<file path="src/common/umi_regif_pkg.sv">
// umi register target definitions
`default_nettype none

package umi_regif_pkg;

   //##################################################
   // widths
   //##################################################
   localparam int aw = 64;                       // address width
   localparam int cw = 32;                       // command width
   localparam int dw = 32;                       // payload and register width

   //##################################################
   // command fields
   //##################################################
   localparam int opcode_lsb  = 0;               // cmd[4:0]
   localparam int opcode_w    = 5;
   localparam int size_lsb    = 5;               // cmd[7:5], echoed only
   localparam int size_w      = 3;
   localparam int options_lsb = 8;               // cmd[31:8], echoed
   localparam int options_w   = 24;

   //##################################################
   // address decode
   //##################################################
   localparam int grp_offset = 24;               // group field position
   localparam int grp_w      = 4;
   localparam logic [grp_w-1:0] grp_id = 4'h3;   // group this target answers

   localparam int reg_idx_lsb = 2;               // word address
   localparam int reg_idx_w   = 4;
   localparam int num_regs    = 16;

   // request and response opcodes
   typedef enum logic [opcode_w-1:0] {
      op_req_read   = 5'd1,                      // read request
      op_resp_read  = 5'd2,                      // read response
      op_req_write  = 5'd3,                      // acked write
      op_resp_write = 5'd4,                      // write response
      op_req_posted = 5'd5                       // posted write, no response
   } umi_opcode_e;

   // controller states
   typedef enum logic [1:0] {
      st_init   = 2'd0,                          // first cycle after reset
      st_idle   = 2'd1,                          // ready for a request
      st_access = 2'd2,                          // register access, two cycles
      st_resp   = 2'd3                           // response held until ready
   } ctrl_state_e;

endpackage

`default_nettype wire

</file>
<file path="src/common/umi_packet_if.sv">
// umi packet channel
`timescale 1ns/100ps
`default_nettype none

interface umi_packet_if;

   logic                         valid;      // packet present
   logic                         ready;      // sink can take it
   logic [umi_regif_pkg::cw-1:0] cmd;        // opcode, size, options
   logic [umi_regif_pkg::aw-1:0] dst_addr;
   logic [umi_regif_pkg::aw-1:0] src_addr;
   logic [umi_regif_pkg::dw-1:0] payload;

   // transfer on a rising edge with valid and ready both high,
   // sender holds valid and fields until then

   modport sender (
      output valid,
      output cmd,
      output dst_addr,
      output src_addr,
      output payload,
      input  ready
   );

   modport receiver (
      input  valid,
      input  cmd,
      input  dst_addr,
      input  src_addr,
      input  payload,
      output ready
   );

endinterface

`default_nettype wire

</file>
<file path="src/common/reg_access_if.sv">
// register bank access port
`timescale 1ns/100ps
`default_nettype none

interface reg_access_if;

   logic                                read;    // load rddata on edge
   logic                                write;   // store wrdata on edge
   logic [umi_regif_pkg::reg_idx_w-1:0] idx;     // register select
   logic [umi_regif_pkg::dw-1:0]        wrdata;
   logic [umi_regif_pkg::dw-1:0]        rddata;  // held until next read

   modport master (
      output read,
      output write,
      output idx,
      output wrdata,
      input  rddata
   );

   modport bank (
      input  read,
      input  write,
      input  idx,
      input  wrdata,
      output rddata
   );

endinterface

`default_nettype wire

</file>
<file path="src/umi_regif/umi_regif_ctrl.sv">
// umi register target controller
`timescale 1ns/100ps
`default_nettype none

module umi_regif_ctrl (
   input  wire logic          clk,
   input  wire logic          nreset,
   umi_packet_if.receiver     req,          // valid and ready only
   umi_packet_if.sender       resp,         // valid and ready only
   output      logic          accept,       // latch request fields
   output      logic          access_en,    // register access cycle
   input  wire logic          hit,          // group and opcode match
   input  wire logic          needs_resp    // read or acked write
);

   umi_regif_pkg::ctrl_state_e state;
   umi_regif_pkg::ctrl_state_e state_nxt;
   logic                       settle;       // second st_access cycle

   //##################################################
   // handshake and strobes
   //##################################################
   assign req.ready  = (state == umi_regif_pkg::st_idle);
   assign resp.valid = (state == umi_regif_pkg::st_resp);
   assign accept     = req.valid & req.ready;   // edge A
   assign access_en  = (state == umi_regif_pkg::st_access) & ~settle; // edge A+1

   //##################################################
   // next state
   //##################################################
   always_comb begin
      state_nxt = state;
      case (state)
         umi_regif_pkg::st_init: begin
            state_nxt = umi_regif_pkg::st_idle;       // one cycle after release
         end
         umi_regif_pkg::st_idle: begin
            if (accept) begin
               state_nxt = umi_regif_pkg::st_access;
            end
         end
         umi_regif_pkg::st_access: begin
            // rddata valid in the second cycle so the decision waits for edge A+2
            if (settle) begin
               if (hit && needs_resp) begin
                  state_nxt = umi_regif_pkg::st_resp;
               end else begin
                  state_nxt = umi_regif_pkg::st_idle;  // posted, dropped
               end
            end
         end
         umi_regif_pkg::st_resp: begin
            if (resp.ready) begin
               state_nxt = umi_regif_pkg::st_idle;     // response taken
            end
         end
         default: begin
            state_nxt = umi_regif_pkg::st_init;
         end
      endcase
   end

   always_ff @(posedge clk or negedge nreset) begin
      if (!nreset) begin
         state  <= umi_regif_pkg::st_init;
         settle <= 1'b0;
      end else begin
         state  <= state_nxt;
         settle <= (state == umi_regif_pkg::st_access) & ~settle;  // toggles once
      end
   end

   //##################################################
   // assertions
   //##################################################
   // response must not be withdrawn before the sink takes it
   a_resp_hold: assert property (
      @(posedge clk) disable iff (!nreset)
      resp.valid && !resp.ready |=> resp.valid
   );

   // decode of the latched request holds until the decision edge
   a_decode_stable: assert property (
      @(posedge clk) disable iff (!nreset)
      access_en |=> $stable(hit) && $stable(needs_resp)
   );

endmodule

`default_nettype wire

</file>
<file path="src/umi_regif/umi_packet_codec.sv">
// umi request latch and response builder
`timescale 1ns/100ps
`default_nettype none

module umi_packet_codec (
   input  wire logic          clk,
   input  wire logic          nreset,
   umi_packet_if.receiver     req,          // fields only
   umi_packet_if.sender       resp,         // fields only
   reg_access_if.master       regs,
   input  wire logic          accept,       // capture request
   input  wire logic          access_en,    // one cycle register strobe
   output      logic          hit,          // valid opcode in our group
   output      logic          needs_resp    // read or acked write
);

   logic [umi_regif_pkg::cw-1:0] cmd_q;      // latched request
   logic [umi_regif_pkg::aw-1:0] dst_q;
   logic [umi_regif_pkg::aw-1:0] src_q;
   logic [umi_regif_pkg::dw-1:0] payload_q;

   umi_regif_pkg::umi_opcode_e   opcode;
   umi_regif_pkg::umi_opcode_e   resp_op;
   logic                         is_read;
   logic                         is_write;     // acked or posted
   logic                         grp_match;

   //##################################################
   // request capture on edge A
   //##################################################
   always_ff @(posedge clk or negedge nreset) begin
      if (!nreset) begin
         cmd_q <= '0;                            // opcode 0 decodes as no hit
      end else if (accept) begin
         cmd_q <= req.cmd;
      end
   end

   always_ff @(posedge clk) begin
      if (accept) begin
         dst_q     <= req.dst_addr;
         src_q     <= req.src_addr;
         payload_q <= req.payload;
      end
   end

   //##################################################
   // decode
   //##################################################
   assign opcode = umi_regif_pkg::umi_opcode_e'(
                      cmd_q[umi_regif_pkg::opcode_lsb +: umi_regif_pkg::opcode_w]);

   assign is_read   = (opcode == umi_regif_pkg::op_req_read);
   assign is_write  = (opcode == umi_regif_pkg::op_req_write) |
                      (opcode == umi_regif_pkg::op_req_posted);
   assign grp_match = (dst_q[umi_regif_pkg::grp_offset +: umi_regif_pkg::grp_w] ==
                       umi_regif_pkg::grp_id);

   assign hit        = grp_match & (is_read | is_write);  // unknown ops dropped
   assign needs_resp = is_read | (opcode == umi_regif_pkg::op_req_write);

   // register port
   assign regs.read   = access_en & hit & is_read;
   assign regs.write  = access_en & hit & is_write;
   assign regs.idx    = dst_q[umi_regif_pkg::reg_idx_lsb +: umi_regif_pkg::reg_idx_w];
   assign regs.wrdata = payload_q;

   //##################################################
   // response fields
   //##################################################
   assign resp_op = is_read ? umi_regif_pkg::op_resp_read : umi_regif_pkg::op_resp_write;

   assign resp.cmd      = {cmd_q[umi_regif_pkg::options_lsb +: umi_regif_pkg::options_w],
                           cmd_q[umi_regif_pkg::size_lsb +: umi_regif_pkg::size_w],
                           resp_op};                 // options and size echoed
   assign resp.dst_addr = src_q;                     // back to requester
   assign resp.src_addr = dst_q;
   assign resp.payload  = is_read ? regs.rddata : '0;

endmodule

`default_nettype wire

</file>
<file path="src/reg_file.sv">
// sixteen entry register bank
`timescale 1ns/100ps
`default_nettype none

module reg_file (
   input  wire logic   clk,
   input  wire logic   nreset,
   reg_access_if.bank  regs
);

   logic [umi_regif_pkg::dw-1:0] mem [umi_regif_pkg::num_regs];   // register array

   //##################################################
   // write port
   //##################################################
   always_ff @(posedge clk or negedge nreset) begin
      if (!nreset) begin
         for (int i = 0; i < umi_regif_pkg::num_regs; i++) begin
            mem[i] <= '0;                        // all registers start at zero
         end
      end else if (regs.write) begin
         mem[regs.idx] <= regs.wrdata;
      end
   end

   //##################################################
   // registered read port
   //##################################################
   always_ff @(posedge clk) begin
      if (regs.read) begin
         regs.rddata <= mem[regs.idx];           // held until next read
      end
   end

   // the controller issues one access per request
   a_rd_wr_excl: assert property (
      @(posedge clk) disable iff (!nreset)
      !(regs.read && regs.write)
   );

endmodule

`default_nettype wire

</file>
<file path="src/umi_regif_top.sv">
// umi register target top level
`timescale 1ns/100ps
`default_nettype none

module umi_regif_top (
   input  wire logic                         clk,
   input  wire logic                         nreset,
   // request channel
   input  wire logic                         udev_req_valid,
   input  wire logic [umi_regif_pkg::cw-1:0] udev_req_cmd,
   input  wire logic [umi_regif_pkg::aw-1:0] udev_req_dst_addr,
   input  wire logic [umi_regif_pkg::aw-1:0] udev_req_src_addr,
   input  wire logic [umi_regif_pkg::dw-1:0] udev_req_payload,
   output      logic                         udev_req_ready,
   // response channel
   output      logic                         udev_resp_valid,
   output      logic [umi_regif_pkg::cw-1:0] udev_resp_cmd,
   output      logic [umi_regif_pkg::aw-1:0] udev_resp_dst_addr,
   output      logic [umi_regif_pkg::aw-1:0] udev_resp_src_addr,
   output      logic [umi_regif_pkg::dw-1:0] udev_resp_payload,
   input  wire logic                         udev_resp_ready
);

   umi_packet_if req ();                         // outside to target
   umi_packet_if resp ();                        // target to outside
   reg_access_if regs ();

   logic accept;
   logic access_en;
   logic hit;
   logic needs_resp;

   //##################################################
   // port mapping
   //##################################################
   assign req.valid         = udev_req_valid;
   assign req.cmd           = udev_req_cmd;
   assign req.dst_addr      = udev_req_dst_addr;
   assign req.src_addr      = udev_req_src_addr;
   assign req.payload       = udev_req_payload;
   assign udev_req_ready    = req.ready;

   assign udev_resp_valid    = resp.valid;
   assign udev_resp_cmd      = resp.cmd;
   assign udev_resp_dst_addr = resp.dst_addr;
   assign udev_resp_src_addr = resp.src_addr;
   assign udev_resp_payload  = resp.payload;
   assign resp.ready         = udev_resp_ready;

   //##################################################
   // blocks
   //##################################################
   umi_regif_ctrl umi_regif_ctrl_i (
      .clk        (clk),
      .nreset     (nreset),
      .req        (req),
      .resp       (resp),
      .accept     (accept),
      .access_en  (access_en),
      .hit        (hit),
      .needs_resp (needs_resp)
   );

   umi_packet_codec umi_packet_codec_i (
      .clk        (clk),
      .nreset     (nreset),
      .req        (req),
      .resp       (resp),
      .regs       (regs),
      .accept     (accept),
      .access_en  (access_en),
      .hit        (hit),
      .needs_resp (needs_resp)
   );

   reg_file reg_file_i (
      .clk    (clk),
      .nreset (nreset),
      .regs   (regs)
   );

endmodule

`default_nettype wire

</file>
<file path="config.mk">
export PLATFORM = sky130hd
export DESIGN_NAME = umi_regif_top
export DESIGN_NICKNAME = d
export VERILOG_FILES = /design/src/common/umi_regif_pkg.sv /design/src/common/umi_packet_if.sv /design/src/common/reg_access_if.sv /design/src/umi_regif/umi_regif_ctrl.sv /design/src/umi_regif/umi_packet_codec.sv /design/src/reg_file.sv /design/src/umi_regif_top.sv
export SDC_FILE = /design/constraint.sdc
export NUM_CORES = 1
export LEC_CHECK = 0
export ABC_AREA = 1
export BUFFER_PORTS_ARGS = -buffer_cell sky130_fd_sc_hd__clkbuf_2
export CAP_MARGIN = 10
export CORE_MARGIN = 2
export CORE_UTILIZATION = 35
export DETAILED_ROUTE_END_ITERATION = 6
export SETUP_SLACK_MARGIN = 0.3
export SYNTH_ARGS = -nofsm -noshare
export SYNTH_HDL_FRONTEND = slang
export SYNTH_SLANG_ARGS = --single-unit
</file>
<file path="constraint.sdc">
create_clock -name clk -period 7.6 [get_ports clk]
set_clock_uncertainty 0.05 [all_clocks]
set_input_delay 0.76 -clock clk [delete_from_list [all_inputs] [get_ports clk]]
set_output_delay 0.76 -clock clk [all_outputs]
set_load 0.01 [all_outputs]
</file>
# == After elaboration in Yosys (flattened, before gate mapping) ==
# Cells that the tools add are included.
# word_totals
register_bits,739
out_inout_bits,194
# op_classes
n_lt_le_gt_ge,2
eq_ne,10
n_mux,13
bitwise,11
n_reduce_logical,4
# ops
operator,count
512-bit bitwise mux,1
32-bit binary-select mux with 4-bit select,1
32-bit demux with 4-bit select,1
32-bit two-way mux,4
2-bit two-way mux,4
2-bit case mux with 4 select lines,1
1-bit AND,6
"5-bit by 1-bit equality test with 1-bit output, second input constant",1
"5-bit by 2-bit equality test with 1-bit output, second input constant",1
"5-bit by 3-bit equality test with 1-bit output, second input constant",1
"5-bit greater-or-equal comparator, second input constant",1
"5-bit by 1-bit less-than comparator with 1-bit output, second input constant",1
4-bit inverter with 5-bit output,1
"2-bit equality test, second input constant",2
"4-bit by 2-bit equality test with 1-bit output, second input constant",1
"2-bit by 1-bit != test with 1-bit output, second input constant",2
3-bit two-way mux,1
1-bit bitwise OR,3
3-bit AND reduction,1
"2-bit by 1-bit equality test with 1-bit output, second input constant",1
1-bit logical AND,2
2-bit zero test,1
"2-bit != test, second input constant",1
1-bit inverter,1

# == Longest topological paths before layout ==
# Gate-level depths: netlist of the first run.
# depth
depth_word,8
ltp_mapped,11

# == Least setup slack after synthesis of the first run ==
# OpenSTA, ideal clock, no wires.
# synth_timing
path_kind,input -> register
from,input port udev_req_valid
to,"register umi_packet_codec_i.payload_q (netlist bit umi_packet_codec_i.regs.wrdata[0]), enable pin"
arrival_time_ns,5.476
required_ns,6.964
slack_ns,1.487
path_stages,3
path_buffers,1
cell_sequence,nand2_1 > clkinv_1 > clkbuf_1
# synth_via
elab_chain_len,1
# synth_rtl
element,line,source
start: declaration,umi_regif_top.sv:9,"input wire logic udev_req_valid,"
1-bit AND,umi_regif_ctrl.sv:25,assign accept = req.valid & req.ready;
named net accept,umi_regif_top.sv:28,logic accept;
end signal: assignment,umi_packet_codec.sv:43,payload_q <= req.payload;
end: declaration,umi_packet_codec.sv:20,logic [umi_regif_pkg::dw-1:0] payload_q;
# The timed path passes the listed nets, and every way through them passes these cells.
# A chain may end at the register's enable or synchronous reset.

# == Worst setup path in the final report of the first run ==
# layout_timing
from,register umi_packet_codec_i.dst_q (netlist bit umi_packet_codec_i.resp.src_addr[2])
to,register reg_file_i.mem[343] (netlist bit)
# layout_via
elab_chain_len,6
word_cells_on_any_way,7
cone_classes,order compare: 2; mux: 3; bitwise: 1; reduce/logical: 1
# layout_rtl
element,line,source
start: declaration,umi_packet_codec.sv:18,logic [umi_regif_pkg::aw-1:0] dst_q;
start signal: assignment,umi_packet_codec.sv:41,dst_q <= req.dst_addr;
4-bit inverter with 5-bit output (implied by the code) *,reg_file.sv:22,mem[regs.idx] <= regs.wrdata;
5-bit greater-or-equal comparator (implied by the code) / 5-bit by 1-bit less-than comparator with 1-bit output (equally long branches),reg_file.sv:22,
1-bit logical AND (implied by the code),reg_file.sv:22,
32-bit two-way mux (implied by the code),reg_file.sv:22,
32-bit demux with 4-bit select *,reg_file.sv:22,
512-bit bitwise mux *,reg_file.sv:22,
end signal: indexed assignment,reg_file.sv:22,
end: declaration,reg_file.sv:11,logic [umi_regif_pkg::dw-1:0] mem [umi_regif_pkg::num_regs];
# Mark *: on every way between the ends. The rest lies on a longest branch, timed or not.

==> flow_metrics.env, run 1 <==
export IMPL_clkSinkCount=739
export IMPL_worst_ep_arrival_time_ps=4370
export IMPL_crit_fanout=71
export IMPL_fin_nets=4475
export IMPL_netSwitchingPower_mw=3.20
export IMPL_syn_to_final_growth_pct=13.4
export IMPL_status="finished clean"
export IMPL_synth_seq_area_share_pct=56.2
export IMPL_synthDistinctLibCells=20
export IMPL_p_leak_nw=20.6
export IMPL_die_x_um=318
export IMPL_grt_use_total_pct=22.7
export IMPL_chipHeight_um=318
export IMPL_grt_pass1_wl_um=179000
export IMPL_tns_ps=0
export IMPL_finalSetupViolCount=0
export IMPL_synth_area_leaders="dfrtp_1, nand2_1, edfxtp_1"
export IMPL_period_minus_slack_ps=3900
export IMPL_dr_first_iter_drc_count=3119
export IMPL_rr_worst_depth=8
export IMPL_power_frac_seq_pct=45.8
export IMPL_drv_cap=0
export IMPL_postSynthAreaPerCell_sq_um=8.28
export IMPL_cts_root_buf="clkbuf_16"
export IMPL_final_core_util_pct=40.0
export IMPL_synth_top_area_share_pct=39.6
export IMPL_antenna_left=0
export IMPL_grt_max_degree=210
export IMPL_switching_share_pct=31.0
export IMPL_rows=115
export IMPL_crit_path_end_kind="register"
export IMPL_yosys_register_bits=739
export IMPL_cts_resized_gates=0
export IMPL_io_buffers=386
export IMPL_layout_drive_gt1_share_pct=13.4
export IMPL_finalMaxSlewViolations=0
export IMPL_internal_power_mw=7.10
export IMPL_cts_htree_levels=3
export IMPL_r2r_slack_ps=3700
export IMPL_place_gp_congestion=0.823
export IMPL_cts_hold_buf=0
export IMPL_peakVddDrop_uv=212
export IMPL_initial_core_util_pct=35.3
export IMPL_critical_path_required_ps=8070
export IMPL_critPathMaxStageDelay_ps=770
export IMPL_post_cts_buffers=0
export IMPL_slew_headroom_pct=23.7
export IMPL_final_cell_mix="nand2_1, nand4_1, dfrtp_1"
export IMPL_core_area_sq_mm=0.0981
export IMPL_synth_cells=4180
export IMPL_path_class="register to register"
export IMPL_r2r_start="umi_packet_codec_i.resp.src_addr[2]$_DFFE_PP_"
export IMPL_wirelength_um=117000
export IMPL_dp_hpwl_um=65900
export IMPL_firstDrtPassIters=6
export IMPL_finalPower_mw=10.3
export IMPL_reg2reg_to="reg_file_i.mem[343]$_DFFE_PN0P_"
export IMPL_cts_made_buffers=81
export IMPL_power_density_mw_per_mm2=262
export IMPL_via_per_inst=5.23
export IMPL_netlist_area_sq_mm=0.0346
export IMPL_worst_path_most_repeated_cell="buf_4"
export IMPL_max_freq_ghz=0.256
export IMPL_start_kind="register"
export IMPL_vias=29500
export IMPL_mostFrequentLayoutCell="nand2_1"
export IMPL_fin_crit_sh_pct=51.4
export IMPL_cts_max_path_buffers=3
export IMPL_ys_warn_count=0
export IMPL_worst_pin_slew_ps=1140
export IMPL_rsz0062_at_grt="no"
export IMPL_p_clk_share_pct=39.5
export IMPL_wire_per_inst_um=20.7
export IMPL_combPwrFrac_pct=14.7
export IMPL_yosys_area_top_type="dfrtp_1"
export IMPL_io_pins=390
export IMPL_hold_path_class="primary input to asynchronous set/reset pin"
export IMPL_antenna_found_initial=9
export IMPL_tritoncts="built"
export IMPL_clk_latency_ps=640
export IMPL_clk_pin_slew_worst_paths_ps=60
export IMPL_gr_total_overflow=0
export IMPL_grt_pass1_vias=28600
export IMPL_hold_viol_final=0
export IMPL_dieArea_sq_mm=0.101
export IMPL_slowest_stage="nand4_4"
export IMPL_cp_cell_sequence="buf_4, buf_4, inv_6, nor2_4, buf_4, nand4_4, nand2_1, nand2_1"
export IMPL_drc=0
## cell usage after synthesis
master and number:
buf_6 29, buf_4 36, nand3_1 36, buf_2 162, o21ai_0 5, nor2_2 3, buf_1 15, clkinv_1 1
edfxtp_1 192, nand2_1 2313, conb_1 1, inv_2 6, ha_1 4, nand4_1 550, nor2_4 5, dfrtp_1 547
inv_1 45, nor2_1 42, clkbuf_1 178, nand4_4 10
## worst max-delay path, delay by kind of cell (launching register included)
family | cells | cell delay (ps)
buffers and inverters | 4 | 2000
AND/OR/NAND/NOR | 4 | 1260
flip-flops | 1 | 330
## flip-flops by register name, summed over array words and instances, names as in the netlist
signal	count
umi_packet_codec_i.cmd_q	32
reg_file_i.mem	512
umi_regif_ctrl_i.state	2
umi_packet_codec_i.resp.dst_addr	64
umi_regif_ctrl_i.settle	1
reg_file_i.regs.rddata	32
umi_packet_codec_i.regs.wrdata	32
umi_packet_codec_i.resp.src_addr	64
## cell type report
type / count / area [sq um]
clock inverters: 35 / 357
flip-flops and latches: 739 / 19500
multi-input cells: 2971 / 12900
well taps: 1287 / 1610
fillers: 10000 / 58900
repair buffers: 430 / 2370
inverters: 52 / 220
diodes: 2 / 5.00
clock buffers: 113 / 2350
## kinds of logic (layout without fill, tap and decap cells)
group	after synthesis	after routing	synth area share, %
AO/OA/AOI/OAI	5	5	0.0723
adder cells (fa/ha/maj)	4	4	0.145
buffers and inverters	472	630	6.72
flip-flops	739	739	56.2
other	1	5	0.0108
AND/OR/NAND/NOR	2959	2959	36.8
## power groups by stage
stage / Combinational [mW] / Clock [mW] / Sequential, mW
after global routing: 1.62 / 4.27 / 4.74
after detailed placement: 1.52 / 0 / 4.78
after floorplan: 1.00 / 0 / 4.66
final: 1.51 / 4.07 / 4.72
after global placement: 1.51 / 0 / 4.78
after CTS: 1.52 / 4.13 / 4.71
## through the flow
stage | std cells | area, sq um | hold WS, ps | setup WS (ps)
floorplan | 4182 | 34600 | 389 | 1490
global placement | 5479 | 36500 | 403 | 3870
detailed placement | 5479 | 36500 | 399 | 3790
CTS | 5627 | 39200 | 192 | 3780
global route | 5629 | 39200 | 225 | 3530
finish | 5629 | 39200 | 167 | 3700
## worst max path at each step
stage                                                             start                                           to  slack [ps]  cells past startpoint
final                     umi_packet_codec_i.resp.src_addr[2]$_DFFE_PP_              reg_file_i.mem[343]$_DFFE_PN0P_        3700                      8
after global routing      umi_packet_codec_i.resp.src_addr[2]$_DFFE_PP_              reg_file_i.mem[346]$_DFFE_PN0P_        3530                      8
after CTS                 umi_packet_codec_i.resp.src_addr[2]$_DFFE_PP_              reg_file_i.mem[343]$_DFFE_PN0P_        3780                      8
after detailed placement  umi_packet_codec_i.resp.src_addr[2]$_DFFE_PP_              reg_file_i.mem[343]$_DFFE_PN0P_        3790                      8
after global placement    umi_packet_codec_i.resp.src_addr[2]$_DFFE_PP_              reg_file_i.mem[348]$_DFFE_PN0P_        3870                      8
after floorplan                                          udev_req_valid  umi_packet_codec_i.regs.wrdata[0]$_DFFE_PP_        1490                      3
## routing by layer
metal | global-route usage, % | part of all wire [%] | routed length [um] | vias up
li1 | - | - | - | 13800
met1 | 30.5 | 43 | 49800 | 14400
met2 | 37.5 | 48 | 55700 | 1133
met3 | 3.56 | 6.7 | 7790 | 162
met4 | 7.22 | 2.8 | 3250 | 0
met5 | 0 | 0 | 0 | -
Note: power is estimated with default switching activity, not from simulation.
==> run 2: changes to the inputs <==
==> constraint.sdc (replaced) <==
create_clock -name clk -period 4 [get_ports clk]
set_clock_uncertainty 0.05 [all_clocks]
set_input_delay 0.4 -clock clk [delete_from_list [all_inputs] [get_ports clk]]
set_output_delay 0.4 -clock clk [all_outputs]
set_load 0.01 [all_outputs]
==> run 2 against run 1 <==
  * Total power is 89% higher
  * Cell area is 5.5% higher
  * Clock-buffer cell count is 4 higher
==> flow_metrics.env, run 2 (same netlist as run 1, synthesis figures left out) <==
export IMPL_mostFrequentLayoutCell="nand2_1"
export IMPL_largest_register_ffs=512
export IMPL_rsz0062_at_grt="no"
export IMPL_cts_htree_levels=3
export IMPL_io_pins=390
export IMPL_cts_made_buffers=79
export IMPL_period_minus_slack_ps=2960
export IMPL_hold_viol_final=0
export IMPL_io_buffers=386
export IMPL_antenna_left=0
export IMPL_cts_max_path_buffers=3
export IMPL_path_class="register to output pin"
export IMPL_worst_pin_slew_ps=1120
export IMPL_final_cell_mix="nand2_1, nand4_1, dfrtp_1"
export IMPL_met1_usage_pct=31.4
export IMPL_place_ws_ps=1110
export IMPL_fin_crit_sh_pct=74.0
export IMPL_grt_met2_usage_pct=38.1
export IMPL_firstDrtPassIters=5
export IMPL_clk_pin_slew_worst_paths_ps=60
export IMPL_cts_root_buf="clkbuf_16"
export IMPL_status="finished clean"
export IMPL_worst_ep_arrival_time_ps=2510
export IMPL_via_per_inst=5.23
export IMPL_vias=30600
export IMPL_crit_fanout=34
export IMPL_power_frac_seq_pct=46.3
export IMPL_grt_pass1_wl_um=189000
export IMPL_grt_pass1_vias=29800
export IMPL_max_freq_ghz=0.338
export IMPL_grt_busiest_layer="met2"
export IMPL_clkSinkCount=739
export IMPL_post_cts_buffers=0
export IMPL_core_area_sq_mm=0.0981
export IMPL_clk_latency_ps=640
export IMPL_switching_share_pct=31.9
export IMPL_combPwrFrac_pct=16.4
export IMPL_antenna_found_initial=4
export IMPL_worst_path_most_repeated_cell="nor2_1"
export IMPL_chipHeight_um=318
export IMPL_r2r_slack_ps=1110
export IMPL_slew_headroom_pct=25.2
export IMPL_hold_path_class="primary input to register"
export IMPL_crit_path_end_kind="output pin"
export IMPL_slowest_stage="nor2_1"
export IMPL_critical_path_required_ps=3550
export IMPL_rows=115
export IMPL_fin_nets=4701
export IMPL_drv_cap=0
export IMPL_gr_total_overflow=0
export IMPL_internal_power_mw=13.2
export IMPL_tns_ps=0
export IMPL_cts_resized_gates=0
export IMPL_final_setup_worst_slack_ps=1040
export IMPL_p_leak_nw=21.5
export IMPL_dieArea_sq_mm=0.101
export IMPL_dr_first_iter_drc_count=3202
export IMPL_regMostFlops="reg_file_i.mem"
export IMPL_die_x_um=318
export IMPL_cts_hold_buf=189
export IMPL_p_clk_share_pct=37.2
export IMPL_finalMaxSlewViolations=0
export IMPL_place_gp_congestion=0.879
export IMPL_finalSetupViolCount=0
export IMPL_final_core_util_pct=42.2
export IMPL_grt_use_total_pct=23.9
export IMPL_tritoncts="built"
export IMPL_syn_to_final_growth_pct=19.7
export IMPL_critPathMaxStageDelay_ps=450
export IMPL_start_kind="register"
export IMPL_netSwitchingPower_mw=6.19
export IMPL_peakVddDrop_uv=452
export IMPL_cp_cell_sequence="inv_2, nand2_1, nor2_1, nand2_1, nor2_1, inv_2, nor2_1, clkbuf_2"
export IMPL_power_density_mw_per_mm2=469
export IMPL_dp_hpwl_um=70700
export IMPL_wire_per_inst_um=21.0
export IMPL_wirelength_um=123000
export IMPL_initial_core_util_pct=35.3
export IMPL_grt_max_degree=195
export IMPL_fin_hold_ws_ps=28.9
export IMPL_layout_drive_gt1_share_pct=13.4
export IMPL_drc=0
export IMPL_grt_use_met3_pct=4.27
## run 2: changes by cell type in the layout (fill, tap and decap cells not counted), moves of 5 or more
cell	delta
dlygate4sd3_1	+189
clkinv_2	-6
buf_4	+24
clkbuf_1	+6
bufinv_16	-5
buf_12	+15
clkbuf_16	-5
## run 2: power groups by stage
| stage | combinational, mW | clock (mW) | sequential, mW |
|---|---|---|---|
| final | 3.19 | 7.23 | 8.99 |
| after floorplan | 1.90 | 0 | 8.81 |
| after detailed placement | 3.01 | 0 | 9.09 |
| after global placement | 3.01 | 0 | 9.09 |
| after global routing | 3.40 | 7.66 | 9.02 |
| after CTS | 3.17 | 7.34 | 8.96 |
## run 2: worst paths after layout
kind | from | end | cells past startpoint
min reg2reg | umi_regif_ctrl_i.settle$_DFF_PN0_ | umi_regif_ctrl_i.settle$_DFF_PN0_ | 1
max reg2reg | umi_regif_ctrl_i.state[0]$_DFFE_PN0P_ | reg_file_i.mem[295]$_DFFE_PN0P_ | 9
max in group asynchronous | nreset | reg_file_i.mem[343]$_DFFE_PN0P_ | 3
min in group asynchronous | nreset | reg_file_i.mem[481]$_DFFE_PN0P_ | 2
min | udev_req_dst_addr[2] | umi_packet_codec_i.resp.src_addr[2]$_DFFE_PP_ | 1
max | umi_packet_codec_i.cmd_q[3]$_DFFE_PN0P_ | udev_resp_payload[0] | 8
## run 2: metal layers
layer / vias to the layer above / part of all wire [%]
met1: 14900 / 41
met5: - / 0
met2: 1247 / 47
li1: 14200 / -
met3: 216 / 7.2
met4: 0 / 4.6
## run 2: through the flow
stage | power [mW] | cells | instance area (sq um)
2_1_floorplan | 10.7 | 4182 | 34600
3_3_place_gp | 12.1 | 5518 | 37000
3_5_place_dp | 12.1 | 5518 | 37000
4_1_cts | 19.5 | 5852 | 41400
5_1_grt | 20.1 | 5856 | 41400
6_report | 19.4 | 5857 | 41400
## run 2: cell type report
type,instances,area (sq um)
Sequential cell,739,19500
Clock inverter,28,210
Antenna cell,5,12.5
Clock buffer,117,2290
Fill cell,9749,56700
Tap cell,1287,1610
Inverter,52,220
Timing Repair Buffer,658,4740
Multi-Input combinational cell,2971,12900
## run 2: critical path: cells and delay by family, from the launching register on
| family | cells | cell delay [ps] |
|---|---|---|
| flip-flops | 1 | 370 |
| AND/OR/NAND/NOR | 5 | 870 |
| buffers and inverters | 3 | 610 |
